===== src/include/exUnit_defines.svh =====
`ifndef EXUNIT_DEFINES_SVH
`define EXUNIT_DEFINES_SVH

// datapath widths
`define EX_XLEN   64
`define EX_IMMW   32
`define EX_REGIDW 7

// multiplier operand and partial-product slice widths
`define EX_HALFW  32
`define EX_PPW    16

// shift amount field taken from the immediate
`define EX_SHW    6

// mulOp encodings carried from stage 2 into stage 3
`define EX_MUL_NONE 2'd0
`define EX_MUL_U    2'd1
`define EX_MUL_S    2'd2

`endif


===== src/hw/exPkg.sv =====
`default_nettype none

`include "exUnit_defines.svh"

package exPkg;

	typedef enum logic [4:0] {
		OP_NOP,
		OP_MOVRR,
		OP_MOVIR,
		OP_ADD,
		OP_SUB,
		OP_ADC,
		OP_SBB,
		OP_AND,
		OP_OR,
		OP_XOR,
		OP_TST,
		OP_CMPEQ,
		OP_CMPHI,
		OP_CMPGT,
		OP_EXTUB,
		OP_EXTSB,
		OP_SHLL,
		OP_SHLR,
		OP_SHAR,
		OP_LEA,
		OP_BRA,
		OP_BSR,
		OP_BT,
		OP_BF,
		OP_JMP,
		OP_MULU,
		OP_MULS,
		OP_CLRT,
		OP_SETT
	} exOpE;

	// source of the address index
	typedef enum logic [1:0] {
		IDX_NONE,
		IDX_IMM,
		IDX_REG
	} exIdxE;

	typedef struct packed {
		exOpE                    op;
		logic [`EX_REGIDW-1:0]   regIdRn;
		logic [`EX_XLEN-1:0]     valRn;
		logic [`EX_XLEN-1:0]     valRm;
		logic [`EX_IMMW-1:0]     imm32;
		exIdxE                   idxSel;
		logic [1:0]              idxScale;	// index << 0..3
		logic [`EX_XLEN-1:0]     nextPc;
	} exInOpT;

	typedef struct packed {
		exOpE                    op;
		logic [`EX_REGIDW-1:0]   regIdRn;
		logic [`EX_XLEN-1:0]     valRn;
		logic [`EX_XLEN-1:0]     valRm;
		logic [`EX_XLEN-1:0]     immSx;
		logic [`EX_XLEN-1:0]     addr;
		logic [`EX_XLEN-1:0]     nextPc;
	} exOpndT;

	typedef struct packed {
		logic [`EX_REGIDW-1:0]   regId;
		logic [`EX_XLEN-1:0]     regVal;
		logic                    regWe;
		logic [1:0]              mulOp;
		logic [`EX_HALFW-1:0]    mulA;
		logic [`EX_HALFW-1:0]    mulB;
		logic                    tBit;
		logic                    brTaken;
		logic [`EX_XLEN-1:0]     brTarget;
	} exAluT;

	typedef struct packed {
		logic [`EX_REGIDW-1:0]   regId;
		logic [`EX_XLEN-1:0]     regVal;
		logic                    regWe;
		logic                    tBit;
		logic                    brTaken;
		logic [`EX_XLEN-1:0]     brTarget;
	} exResT;

endpackage

`default_nettype wire


===== src/hw/exMulStage.sv =====
`timescale 1ns/100ps
`default_nettype none

`include "exUnit_defines.svh"

module exMulStage (
	input  wire logic          clock,
	input  wire logic          rst,
	input  wire logic          inValid,
	output logic               inReady,
	input  exPkg::exAluT       inAlu,
	output logic               outValid,
	input  wire logic          outReady,
	output exPkg::exResT       res
);
	import exPkg::*;

	typedef struct packed {
		exResT                   pass;
		logic                    isMul;
		logic [2*`EX_PPW-1:0]    ppLL;
		logic [2*`EX_PPW-1:0]    ppLH;
		logic [2*`EX_PPW-1:0]    ppHL;
		logic [2*`EX_PPW-1:0]    ppHH;
		logic [`EX_HALFW-1:0]    corr;	// signed fixup for the upper half
	} mulStgT;

	logic                  take;
	logic [`EX_PPW-1:0]    aLo;
	logic [`EX_PPW-1:0]    aHi;
	logic [`EX_PPW-1:0]    bLo;
	logic [`EX_PPW-1:0]    bHi;
	logic [`EX_HALFW-1:0]  corrA;
	logic [`EX_HALFW-1:0]  corrB;
	logic [`EX_XLEN-1:0]   prod;
	mulStgT                nextStg;
	mulStgT                stg;

	assign inReady = !outValid || outReady;
	assign take = inValid && inReady;

	assign aLo = inAlu.mulA[`EX_PPW-1:0];
	assign aHi = inAlu.mulA[`EX_HALFW-1:`EX_PPW];
	assign bLo = inAlu.mulB[`EX_PPW-1:0];
	assign bHi = inAlu.mulB[`EX_HALFW-1:`EX_PPW];

	// a negative operand weighs -2^32, so take the other operand off the top
	assign corrA = inAlu.mulA[`EX_HALFW-1] ? -inAlu.mulB : '0;
	assign corrB = inAlu.mulB[`EX_HALFW-1] ? -inAlu.mulA : '0;

	always_comb begin
		nextStg.pass.regId    = inAlu.regId;
		nextStg.pass.regVal   = inAlu.regVal;
		nextStg.pass.regWe    = inAlu.regWe;
		nextStg.pass.tBit     = inAlu.tBit;
		nextStg.pass.brTaken  = inAlu.brTaken;
		nextStg.pass.brTarget = inAlu.brTarget;
		nextStg.isMul = (inAlu.mulOp != `EX_MUL_NONE);
		nextStg.ppLL = aLo * bLo;
		nextStg.ppLH = aLo * bHi;
		nextStg.ppHL = aHi * bLo;
		nextStg.ppHH = aHi * bHi;
		nextStg.corr = (inAlu.mulOp == `EX_MUL_S) ? (corrA + corrB) : '0;
	end

	always_ff @(posedge clock) begin
		if (rst)
			outValid <= 1'b0;
		else if (inReady)
			outValid <= inValid;
	end

	always_ff @(posedge clock) begin
		if (take)
			stg <= nextStg;
	end

	assign prod = {{`EX_HALFW{1'b0}}, stg.ppLL}
		+ {{`EX_PPW{1'b0}}, stg.ppLH, {`EX_PPW{1'b0}}}
		+ {{`EX_PPW{1'b0}}, stg.ppHL, {`EX_PPW{1'b0}}}
		+ {stg.ppHH, {`EX_HALFW{1'b0}}}
		+ {stg.corr, {`EX_HALFW{1'b0}}};

	always_comb begin
		res = stg.pass;
		if (stg.isMul)
			res.regVal = prod;
	end

endmodule

`default_nettype wire


===== config.mk =====
export PLATFORM = sky130hd
export DESIGN_NAME = exMulStage
export DESIGN_NICKNAME = d
export VERILOG_FILES = /design/src/hw/exPkg.sv /design/src/hw/exMulStage.sv
export VERILOG_INCLUDE_DIRS = /design/src /design/src/include
export SDC_FILE = /design/constraint.sdc
export NUM_CORES = 2
export LEC_CHECK = 0
export ABC_AREA = 1
export ABC_CLOCK_PERIOD_IN_PS = 22000
export BUFFER_PORTS_ARGS = -buffer_cell sky130_fd_sc_hd__buf_4
export CAP_MARGIN = 20
export CORE_MARGIN = 8
export CORE_UTILIZATION = 59
export CTS_BUF_LIST = sky130_fd_sc_hd__clkbuf_16
export DETAILED_ROUTE_END_ITERATION = 12
export PLACE_DENSITY = 0.83
export SYNTH_ARGS = -nofsm -noshare
export SYNTH_HDL_FRONTEND = slang
export SYNTH_SLANG_ARGS = --single-unit

===== constraint.sdc =====
create_clock -name clock -period 22 [get_ports clock]
set_input_delay 1.1 -clock clock [delete_from_list [all_inputs] [get_ports clock]]
set_output_delay 1.1 -clock clock [all_outputs]
set_load 0.03 [all_outputs]

Word-level counts from Yosys, hierarchy flattened
Cells that the tools add are included.
Widths: inputs -> output; s select.
{ "totals": {"regBits": 300, "output_inout_bits": 140} }
{ "classes": {"add_sub_neg": 7, "mul": 4, "eq_ne": 1, "mux": 3, "n_reduce_logical": 4} }
{ "ops": {"columns": ["op", "count"], "rows": [
  ["$mul 16x16->32", 4],
  ["$add 50x64->64", 1],
  ["$add 64x64->64", 1],
  ["$mux 32", 2],
  ["$mux 64", 1],
  ["$neg 32->32", 2],
  ["$add 49x48->50", 1],
  ["$add 32x48->49", 1],
  ["$add 32x32->32", 1],
  ["$eq 2x2->1 const B", 1],
  ["$reduce_bool 2->1", 1],
  ["$logic_and 1x1->1", 1],
  ["$logic_not 1->1", 1],
  ["$logic_or 1x1->1", 1]
]} }

Logic depth before layout (Yosys ltp)
{ "logic_depth": {"depth_word": 5, "ltp_mapped": 27, "depth_no_buf": 25} }

Worst setup path after synthesis
Ideal clock, no wire load.
{ "synth_timing": {"kind": "input to register", "start": "in inValid", "end": "reg stg, in the netlist res[0] (enable)", "setup_time_ns": 1.059, "t_arrival_ns": 15.471, "required_time_ns": 20.941, "slack_ns": 5.469, "path_stages": 2, "n_path_buf": 0, "path_cell_list": "inv_1 a21oi_1"} }
{ "synth_between": {"elab_chain_len": 1} }
{ "synth_lines": {"columns": ["item", "line", "rtl"], "rows": [
  ["start, declared", "exMulStage.sv:9", "input wire logic inValid,"],
  ["$logic_and 1x1->1", "exMulStage.sv:40", "assign take = inValid && inReady;"],
  ["named net take", "exMulStage.sv:28", "logic take;"],
  ["end signal, assigned", "exMulStage.sv:75", "stg <= nextStg;"],
  ["end, declared", "exMulStage.sv:37", "mulStgT stg;"]
]} }
The timed path passes the listed nets, and every way through them passes these cells.
A chain may end at the register's enable or synchronous reset.

==> metrics <==
Slew Limit Fails 0; hpwl dp 135900 um; fin crit share 30.17%; Unique masters post-synth 54; DIE WIDTH 322.7 um; launch point of the worst hold path outValid$_SDFFE_PP0N_; row cnt 112; CTS Hold Buffers Added 0; Avg Cell Area, Syn 7.810 um2; clk slew on worst S/H paths 0.07 ns; global-route wire length before repair 266100 um; total CTS buffers 27; CTS tree done; post-layout min period 6.637 ns; Hold EP outValid$_SDFFE_PP0N_; Slew headroom 35.28%; Hold Crit Class flip-flop to flip-flop; via count 46260; drt total wl 171900 um; Async SR Flop Fraction 0%; die height 322.7 um; IO buf count 347; path depth of the worst reg2reg path 3; area of the die 104100 um2; Filler Cell Count 8091; startpoint types input port; post-layout utilization of the core 63.14%; Setup TNS Final 0 ns; pin count of the biggest net entering global routing 152; RR Startpoint outValid$_SDFFE_PP0N_; Initial Util 59.47%; Crit. End Element flip-flop; GR Overflow Total 0; Final #Nets 8710; Layout area overhead 6.182%; Initial DRC Count 4529; Worst-Skew Late Latency 0.58 ns; router iterations before antenna repair 6; Peak Freq 150.7 MHz; post-cts resize count 0; routed len/inst 20.41 um; Post-synth EDFFs 299; Reg area 8999 um2; clock buffer depth 3; Max Clock Skew 0.01105 ns; Root Buffer clkbuf_16; unrepaired setup endpoints after global routing no; crit path kind input port to flip-flop; Top FF cell, synth edfxtp_1; share of post-route cells with drive strength above 1 6.971%; Vias/cell 5.494; final setup fails 0; Crit path arrival time 6.94 ns; GRT Resource Usage Total 32.90%; boundary pin count 348; Setup Fix Bufs, Post-CTS 0; Net Count, Synth 8679; Synthesis Warnings 0; CORE AREA 93330 um2; status finished clean; clock sink count 300; initial antenna violation count 10; combined area of the multi-input logic cells 38080 um2; Post-Synthesis Cell Area 55500 um2; crit-path max FO 36; Max H-tree Level 1; vias in the first global route 47760; Final Hold Fails 0; GPL Wtd Cong 1.057; Residual DRC 0; number of antenna-violating nets in the routed design 0; # Max-Cap Violations 0; Worst R2R End stg[27]$_SDFFCE_PP0P_; Hold Path Depth 2; worst endpoint required time 22.30 ns; reg-to-reg slack, setup 19.45 ns; post-synthesis cell count 7106; sequential area share after synthesis 16.21%; #FFs+latches synth 300; Worst-Margin Slew 0.9708 ns
## worst max path at each step
stage | start | cells past startpoint | endpoint | slack [ns]
global placement | inAlu[121] | 19 | stg[48]$_DFFE_PP_ | 15.11
floorplan | inValid | 2 | res[0]$_DFFE_PP_ | 5.47
detailed placement | inAlu[121] | 19 | stg[48]$_DFFE_PP_ | 15.00
global route | inAlu[84] | 17 | stg[48]$_DFFE_PP_ | 15.30
CTS | inAlu[121] | 19 | stg[48]$_DFFE_PP_ | 15.61
finish | inAlu[121] | 19 | stg[48]$_DFFE_PP_ | 15.36
## stage by stage
step	setup WS (ns)	hold slack, ns	instance area [um2]	cells
2_1_floorplan	5.469	0.8318	55500	7106
3_3_place_gp	15.11	0.5298	58000	8362
3_5_place_dp	15.00	0.5463	58000	8362
4_1_cts	15.61	0.5632	58910	8412
5_1_grt	15.30	0.6252	58930	8420
6_report	15.36	0.5748	58930	8420
## kinds of logic (layout without fill, tap and decap cells)
family          after synthesis  after routing  share of synthesized area, %
xor+xnor                    148            148                         2.336
simple gates               2717           2717                         19.94
fa+ha+maj                  1365           1365                         41.95
buf+inv                    2128           2180                         15.19
other cells                   0              8                             0
flops                       300            300                         16.21
compound gates              448            448                         4.374
## cell type report
type | instances | area share [%]
well taps | 1254 | 2.662
diodes | 8 | 0.03397
flip-flops and latches | 300 | 15.27
multi-input cells | 4678 | 64.62
clock buffers | 27 | 1.147
clock inverters | 23 | 0.4055
repair buffers | 353 | 4.518
inverters | 1777 | 11.34
## worst max-delay path: stages
cell and delay (ns):
buf_4 0.47, nand2_1 0.17, fa_1 0.57, inv_1 0.05, fa_1 0.49, inv_1 0.05
fa_1 0.54, inv_1 0.06, fa_1 0.38, fa_1 0.51, inv_1 0.05, fa_1 0.48
inv_1 0.04, ha_1 0.37, a21oi_1 0.25, a21boi_0 0.43, o21ai_1 0.17, a31oi_1 0.40
xnor2_1 0.34
## synthesized netlist by cell type, types with 18 or more instances
cell type,n,area (um2)
nand3_1,184,920.9
buf_4,76,570.6
o21ai_1,19,95.09
fa_1,826,16540
buf_2,37,185.2
xor2_1,96,840.8
nand4_1,47,294.0
o21ai_0,124,620.6
nor2_1,368,1381
ha_1,539,6744
xnor2_1,52,455.4
clkbuf_1,183,686.9
nand2_1,1975,7413
nor3_1,54,270.3
o21bai_1,18,135.1
inv_1,1753,6580
buf_1,42,157.7
edfxtp_1,299,8979
a21oi_1,230,1151
## layer usage
layer	up-vias	GRT usage [%]	wire length, um
li1	21090	-	-
met5	-	0	13
met4	2	14.16	8723
met1	22110	43.88	68130
met2	2652	51.06	74040
met3	417	8.283	20980
## placed cells by master (no fill, tap or decap), types with 6 or more instances in the layout
| cell type | Yosys | routed |
|---|---|---|
| xor2_1 | 96 | 96 |
| nand2_2 | 12 | 12 |
| nand4_1 | 47 | 47 |
| o21a_1 | 8 | 8 |
| a21oi_1 | 230 | 229 |
| diode_2 | 0 | 8 |
| nor2_1 | 368 | 368 |
| nor2_4 | 16 | 16 |
| nor4_1 | 10 | 10 |
| inv_1 | 1753 | 1754 |
| nand3_2 | 11 | 11 |
| o21ai_0 | 124 | 124 |
| nand3b_1 | 7 | 7 |
| a31oi_1 | 17 | 17 |
| nand2_1 | 1975 | 1975 |
| clkbuf_16 | 0 | 27 |
| xnor2_1 | 52 | 52 |
| o21bai_1 | 18 | 18 |
| nor3_1 | 54 | 54 |
| a21o_1 | 14 | 14 |
| edfxtp_1 | 299 | 299 |
| buf_4 | 76 | 352 |
| clkinv_2 | 4 | 6 |
| nor2_2 | 14 | 14 |
| nand3_1 | 184 | 184 |
| a211oi_1 | 7 | 7 |
| ha_1 | 539 | 539 |
| inv_2 | 16 | 17 |
| o21ai_1 | 19 | 19 |
| fa_1 | 826 | 826 |
## flip-flops by register name, summed over array words and instances, names as in the netlist
signal / flops
res: 74
outValid: 1
stg: 225
Power is not shown: default switching activity piles up to over one toggle a cycle in this logic, so the estimate is an artifact.
