<file path="src/include/exUnit_defines.svh">
`ifndef EXUNIT_DEFINES_SVH
`define EXUNIT_DEFINES_SVH

// datapath widths
`define EX_XLEN   64
`define EX_IMMW   32
`define EX_REGIDW 7

// multiplier operand and partial-product slice widths
`define EX_HALFW  32
`define EX_PPW    16

// shift amount field taken from the immediate
`define EX_SHW    6

// mulOp encodings carried from stage 2 into stage 3
`define EX_MUL_NONE 2'd0
`define EX_MUL_U    2'd1
`define EX_MUL_S    2'd2

`endif

</file>
<file path="src/hw/exPkg.sv">
`default_nettype none

`include "exUnit_defines.svh"

package exPkg;

	typedef enum logic [4:0] {
		OP_NOP,
		OP_MOVRR,
		OP_MOVIR,
		OP_ADD,
		OP_SUB,
		OP_ADC,
		OP_SBB,
		OP_AND,
		OP_OR,
		OP_XOR,
		OP_TST,
		OP_CMPEQ,
		OP_CMPHI,
		OP_CMPGT,
		OP_EXTUB,
		OP_EXTSB,
		OP_SHLL,
		OP_SHLR,
		OP_SHAR,
		OP_LEA,
		OP_BRA,
		OP_BSR,
		OP_BT,
		OP_BF,
		OP_JMP,
		OP_MULU,
		OP_MULS,
		OP_CLRT,
		OP_SETT
	} exOpE;

	// source of the address index
	typedef enum logic [1:0] {
		IDX_NONE,
		IDX_IMM,
		IDX_REG
	} exIdxE;

	typedef struct packed {
		exOpE                    op;
		logic [`EX_REGIDW-1:0]   regIdRn;
		logic [`EX_XLEN-1:0]     valRn;
		logic [`EX_XLEN-1:0]     valRm;
		logic [`EX_IMMW-1:0]     imm32;
		exIdxE                   idxSel;
		logic [1:0]              idxScale;	// index << 0..3
		logic [`EX_XLEN-1:0]     nextPc;
	} exInOpT;

	typedef struct packed {
		exOpE                    op;
		logic [`EX_REGIDW-1:0]   regIdRn;
		logic [`EX_XLEN-1:0]     valRn;
		logic [`EX_XLEN-1:0]     valRm;
		logic [`EX_XLEN-1:0]     immSx;
		logic [`EX_XLEN-1:0]     addr;
		logic [`EX_XLEN-1:0]     nextPc;
	} exOpndT;

	typedef struct packed {
		logic [`EX_REGIDW-1:0]   regId;
		logic [`EX_XLEN-1:0]     regVal;
		logic                    regWe;
		logic [1:0]              mulOp;
		logic [`EX_HALFW-1:0]    mulA;
		logic [`EX_HALFW-1:0]    mulB;
		logic                    tBit;
		logic                    brTaken;
		logic [`EX_XLEN-1:0]     brTarget;
	} exAluT;

	typedef struct packed {
		logic [`EX_REGIDW-1:0]   regId;
		logic [`EX_XLEN-1:0]     regVal;
		logic                    regWe;
		logic                    tBit;
		logic                    brTaken;
		logic [`EX_XLEN-1:0]     brTarget;
	} exResT;

endpackage

`default_nettype wire

</file>
<file path="src/hw/exOperandStage.sv">
`timescale 1ns/100ps
`default_nettype none

`include "exUnit_defines.svh"

module exOperandStage (
	input  wire logic          clock,
	input  wire logic          rst,
	input  wire logic          inValid,
	output logic               inReady,
	input  exPkg::exInOpT      inOp,
	output logic               outValid,
	input  wire logic          outReady,
	output exPkg::exOpndT      outOpnd
);
	import exPkg::*;

	logic                  take;
	logic [`EX_XLEN-1:0]   immSx;
	logic [`EX_XLEN-1:0]   idxVal;
	logic [`EX_XLEN-1:0]   idxScaled;
	logic [`EX_XLEN-1:0]   base;
	exOpndT                nextOpnd;

	// stage is free when empty or the next stage takes our entry
	assign inReady = !outValid || outReady;
	assign take = inValid && inReady;

	assign immSx = {{(`EX_XLEN-`EX_IMMW){inOp.imm32[`EX_IMMW-1]}}, inOp.imm32};

	always_comb begin
		case (inOp.idxSel)
			IDX_IMM: idxVal = immSx;
			IDX_REG: idxVal = inOp.valRm;
			default: idxVal = '0;	// IDX_NONE and the spare code
		endcase
	end

	assign idxScaled = idxVal << inOp.idxScale;

	// pc relative for branches, register base for LEA and the rest
	always_comb begin
		if (inOp.op inside {OP_BRA, OP_BSR, OP_BT, OP_BF})
			base = inOp.nextPc;
		else
			base = inOp.valRn;
	end

	always_comb begin
		nextOpnd.op      = inOp.op;
		nextOpnd.regIdRn = inOp.regIdRn;
		nextOpnd.valRn   = inOp.valRn;
		nextOpnd.valRm   = inOp.valRm;
		nextOpnd.immSx   = immSx;
		nextOpnd.addr    = base + idxScaled;
		nextOpnd.nextPc  = inOp.nextPc;
	end

	always_ff @(posedge clock) begin
		if (rst)
			outValid <= 1'b0;
		else if (inReady)
			outValid <= inValid;
	end

	always_ff @(posedge clock) begin
		if (take)
			outOpnd <= nextOpnd;
	end

endmodule

`default_nettype wire

</file>
<file path="config.mk">
export PLATFORM = sky130hd
export DESIGN_NAME = exOperandStage
export DESIGN_NICKNAME = d
export VERILOG_FILES = /design/src/hw/exPkg.sv /design/src/hw/exOperandStage.sv
export VERILOG_INCLUDE_DIRS = /design/src /design/src/include
export SDC_FILE = /design/constraint.sdc
export NUM_CORES = 1
export LEC_CHECK = 0
export BUFFER_PORTS_ARGS = -buffer_cell sky130_fd_sc_hd__clkbuf_2
export CORE_AREA = 2 2 224 226
export DETAILED_ROUTE_END_ITERATION = 10
export DIE_AREA = 0 0 226 228
export PLACE_DENSITY = 0.68
export SETUP_SLACK_MARGIN = 0.4
export SLEW_MARGIN = 20
export SYNTH_ARGS = -nofsm -noshare
export SYNTH_HDL_FRONTEND = slang
export SYNTH_SLANG_ARGS = --single-unit
</file>
<file path="constraint.sdc">
create_clock -name clock -period 12.9 [get_ports clock]
set_input_delay 1.29 -clock clock [delete_from_list [all_inputs] [get_ports clock]]
set_output_delay 1.29 -clock clock [all_outputs]
set_load 0.02 [all_outputs]
</file>
* Word level (Yosys, flattened, before mapping)
Index checks and enable logic that the tools add are counted.
** Storage, ports and cells
- Bits in registers :: 301
- Word-level logic and storage cells :: 22
** Operators by class
- Eq/ne operators :: 6
- Add/sub/neg operators :: 1
- Reduce and logical (&&, ||, !) cells :: 4
- Shift-type cells :: 1
- Multiplexer cells :: 2
** Operators by type and width (count)
- one-hot mux 64 bit (2 select lines) :: 1
- adder 64 bit :: 1
- 2-to-1 mux 64 bit :: 1
- << shifter 64 x 2 -> 64 bit :: 1
- equality test 5 bit, second input constant :: 4
- nonzero test 4 bit :: 1
- equality test 2 x 1 -> 1 bit, second input constant :: 1
- equality test 2 bit, second input constant :: 1
- logical AND 1 bit :: 1
- logical NOT 1 bit :: 1
- logical OR 1 bit :: 1

* Logic depth before layout (Yosys ltp)
- Depth in word-level cells :: 4
- Depth in mapped cells :: 19
- Gate-level depth less buffers :: 17

* Least setup slack after synthesis
Ideal clock, no wire load.
- Path kind :: input-to-reg
- Start :: in outReady
- End :: reg outOpnd[0] (netlist bit), enable pin
- Slack :: 3814 ps
- Stages :: 2
- Arrival :: 8387 ps
- Setup time :: 699 ps
- Data required time :: 12201 ps
- Path buffers :: 0
- Path through :: nand2b_1 > and2_1
** On the way
- Word-level cells in the longest chain between the ends :: 2
** RTL lines
- from (decl) :: line exOperandStage.sv:13 : input wire logic outReady,
- logical OR 1 bit :: line exOperandStage.sv:26 : assign inReady = !outValid || outReady;
- logical AND 1 bit :: line exOperandStage.sv:27 : assign take = inValid && inReady;
- via take :: line exOperandStage.sv:18 : logic take;
- to (signal assigned) :: line exOperandStage.sv:68 : outOpnd <= nextOpnd;
- to (decl) :: line exOperandStage.sv:14 : output exPkg::exOpndT outOpnd
The timed path passes the listed nets, and every way through them passes these cells.
A chain may end at the register's enable or synchronous reset.

==> summary.md <==
## Cells and area
- **fraction of layout cells with a size suffix above 1** 44.51%
- **total area of multi-input combinational cells** 6401 um2
- **Filler Cell Count** 4600
- **P&R area growth vs syn** 28.08%
- **final net count** 2092
- **combined flip-flop and latch cell area** 9029 um2
- **end-of-flow core utilization** 41.58%

## Routing
- **DRC marker count from the first detailed-route iteration** 1059
- **detailed route wirelength on metal3** 4.301 mm
- **Via Count** 12900
- **DRC violations left** 0
- **met2 routed WL** 24.67 mm
- **routed length per instance** 21.36 um
- **number of optimization iterations in the first detailed-route pass** 5
- **routed length on met1** 22.86 mm
- **Detail Route Antenna Nets** 0
- **post-DR vias/cell** 5.194
- **final WL** 53.06 mm
- **top layer reached by signal wires** met5

## Synth
- **number of warnings issued by yosys** 0
- **most numerous cell in the Yosys netlist** sky130_fd_sc_hd__edfxtp_1
- **post-synthesis cell type count** 65
- **top cells by count, synth** sky130_fd_sc_hd__edfxtp_1 (300), sky130_fd_sc_hd__mux2_2 (136), sky130_fd_sc_hd__a21oi_1 (113), sky130_fd_sc_hd__nand2_1 (93), sky130_fd_sc_hd__ha_1 (65)
- **cell types with the largest area share after synthesis** sky130_fd_sc_hd__edfxtp_1 (56%), sky130_fd_sc_hd__mux2_2 (9.6%), sky130_fd_sc_hd__ha_1 (5.1%), sky130_fd_sc_hd__a21oi_1 (3.5%), sky130_fd_sc_hd__xnor2_1 (2.2%)
- **area share of the largest cell type after synthesis** 56.24%
- **Seq/Total Area, Yosys** 56.36%
- **Primary FF master, synth** sky130_fd_sc_hd__edfxtp_1
- **per-instance average area after synthesis** 12.68 um2
- **number of storage elements in the synthesis netlist** 301
- **number of enable flip-flop cells after synthesis** 300
- **area leader, netlist** sky130_fd_sc_hd__edfxtp_1
- **post-synthesis async set-or-reset flop share** 0%
- **synthesized netlist cell count** 1263
- **synthesized cell area** 16020 um2
- **Post-Synthesis Net Count** 1573

## STA
- **top achievable clock speed** 164.4 MHz
- **worst-case headroom to the max-slew limit** 28.68%
- **worst slew pin tran** 1070 ps
- **number of pins with negative max-slew slack in the final report** 0
- **crit path time final** 6081 ps
- **period utilisation layout** 47.14%
- **total negative slack for setup checks** 0 ps
- **WHS** 541.9 ps
- **final setup violating endpoints** 0
- **setup repair after global routing missed its margin** no
- **Layout Skew** 17.13 ps
- **final hold violation count** 0

## Clock tree
- **number of instances resized during post-cts repair** 0
- **clock tree from TritonCTS** yes
- **# H-tree levels** 2
- **clock root buffer** sky130_fd_sc_hd__clkbuf_16
- **hold-fix buffers at CTS** 0
- **number of buffers between clock root and the deepest sink** 3
- **CTS clock-pin slew for the worst setup and hold paths** 60 ps
- **TritonCTS sink count** 301
- **buffers inserted during post-CTS setup optimization** 0
- **later-pin clock latency in the skew report** 560 ps
- **number of buffers created by CTS** 37

## Critical path
- **kind of capture point of the worst setup path** flip-flop
- **CP max FO** 69
- **R2R cell count** 4
- **startpoint type of the worst setup path** input port
- **crit path DAT** 6380 ps
- **critical path type** input port to flip-flop
- **CP Data Required Time** 13200 ps

## Global route
- **maximum number of pins on one net before global-route repair** 178
- **total congestion overflow after global routing** 0
- **wire length of the first global-routing pass** 77.20 mm
- **overall fraction of global-route tracks in use** 19.82%
- **vias in the first global route** 12480
- **number of antenna violations at the first check in global routing** 3

## Power
- **total leakage power** 8.534 nW
- **Final Total Pwr** 2.921 mW
- **Worst IR Drop VDD** 103.5 uV
- **power density over cell area** 142.4 nW/um2

## Floorplan
- **total I/O pin count** 578
- **core area** 49350 um2
- **number of core rows** 82
- **Die Span X** 226 um
- **height of the die** 228 um
- **starting density of the core** 32.46%
- **Die ar.** 51530 um2

## Placed design
- **final estimated routing congestion in global placement** 0.9413
- **half-perimeter wire length after detailed placement** 40.93 mm
- **Port-buffer cells** 577

## Run status
- **run status** finished clean

## Hold path
- **hold-critical path depth** 2
- **type of the most critical hold path** flip-flop to flip-flop

## Job
- **reported max-cap violation count** 0

[flip-flops by register name, indices dropped and copies added, names as in the netlist]
| name | cells |
|---|---|
| outOpnd | 300 |
| outValid | 1 |
[critical path, cell delays in order]
cell and delay, ps:
sky130_fd_sc_hd__clkbuf_2 90, sky130_fd_sc_hd__inv_1 60, sky130_fd_sc_hd__ha_2 160, sky130_fd_sc_hd__buf_4 600, sky130_fd_sc_hd__a22oi_1 350, sky130_fd_sc_hd__a211oi_1 710
sky130_fd_sc_hd__mux2_2 300, sky130_fd_sc_hd__ha_1 310, sky130_fd_sc_hd__a21oi_1 290, sky130_fd_sc_hd__o21ai_0 210, sky130_fd_sc_hd__a21oi_1 300, sky130_fd_sc_hd__o221ai_1 180
sky130_fd_sc_hd__a221o_2 440, sky130_fd_sc_hd__a41oi_4 300, sky130_fd_sc_hd__nor4b_2 110, sky130_fd_sc_hd__or4_1 420, sky130_fd_sc_hd__xor2_1 160
[area by class of cell]
cell class / instances / share of cell area (%)
multi-input combinational: 843 / 31.20
antenna: 1 / 0.01220
timing repair buffer: 585 / 14.45
tap: 672 / 4.098
sequential: 301 / 44.01
clock inverter: 30 / 1.445
inverter: 14 / 0.2561
clock buffer: 38 / 4.531
[final timing paths]
check / from / end / slack [ps]
setup / recovery: inOp[66] / outOpnd[124] / 6820
setup reg to reg: outValid / outOpnd[202] / 9600
hold / removal: outValid / outValid / 540
hold reg to reg: outValid / outValid / 540
[where the power goes]
part | total (mW) | internal (mW) | switching (mW)
Clock | 1.05 | 0.600 | 0.452
Sequential | 1.20 | 1.18 | 0.0229
Combinational | 0.665 | 0.229 | 0.437
[cell families (layout without fill, tap and decap cells)]
kind of cell	after synthesis	count (layout)	synth area share (%)
other	0	1	0
XOR/XNOR	62	62	3.390
multiplexers	145	145	10.59
AO/OA/AOI/OAI	325	325	13.42
adder cells (fa/ha/maj)	66	66	5.202
buffers and inverters	119	667	3.726
AND/OR/NAND/NOR	245	245	7.311
flip-flops	301	301	56.36
[routing by layer]
layer | track usage [%] | up-vias
met5 | 0 | -
met4 | 5.381 | 4
met3 | 5.126 | 81
met2 | 32.04 | 651
met1 | 26.28 | 6264
li1 | - | 5902
[metrics by stage]
stage	worst slack, ps	cells	area [um2]
global placement	6474	2415	19290
finish	6819	2484	20520
global route	6464	2483	20510
CTS	6927	2483	20510
detailed placement	6332	2415	19290
floorplan	3814	1263	16020
[layout by cell type, fill, tap and decap left out, types with 5 or more instances in the layout]
cell,instances
sky130_fd_sc_hd__clkinv_1,5
sky130_fd_sc_hd__a211oi_1,40
sky130_fd_sc_hd__nor2_1,46
sky130_fd_sc_hd__edfxtp_1,300
sky130_fd_sc_hd__mux2_2,136
sky130_fd_sc_hd__nand2b_1,10
sky130_fd_sc_hd__clkinv_2,5
sky130_fd_sc_hd__a21oi_1,113
sky130_fd_sc_hd__o21ai_0,45
sky130_fd_sc_hd__xnor2_1,41
sky130_fd_sc_hd__nand4_1,19
sky130_fd_sc_hd__mux4_2,6
sky130_fd_sc_hd__clkbuf_2,575
sky130_fd_sc_hd__buf_4,9
sky130_fd_sc_hd__clkbuf_16,37
sky130_fd_sc_hd__a22oi_1,25
sky130_fd_sc_hd__inv_6,6
sky130_fd_sc_hd__and2_1,20
sky130_fd_sc_hd__a21o_1,20
sky130_fd_sc_hd__a31oi_1,8
sky130_fd_sc_hd__inv_1,14
sky130_fd_sc_hd__o21bai_1,11
sky130_fd_sc_hd__ha_1,63
sky130_fd_sc_hd__nand3_1,14
sky130_fd_sc_hd__nor2b_1,7
sky130_fd_sc_hd__clkinvlp_4,5
sky130_fd_sc_hd__nand2_1,93
sky130_fd_sc_hd__xor2_1,21
sky130_fd_sc_hd__o211ai_1,8
sky130_fd_sc_hd__o21a_1,9
sky130_fd_sc_hd__nor3_1,14
sky130_fd_sc_hd__a221oi_1,12
Power figures use the tool's default switching activity.
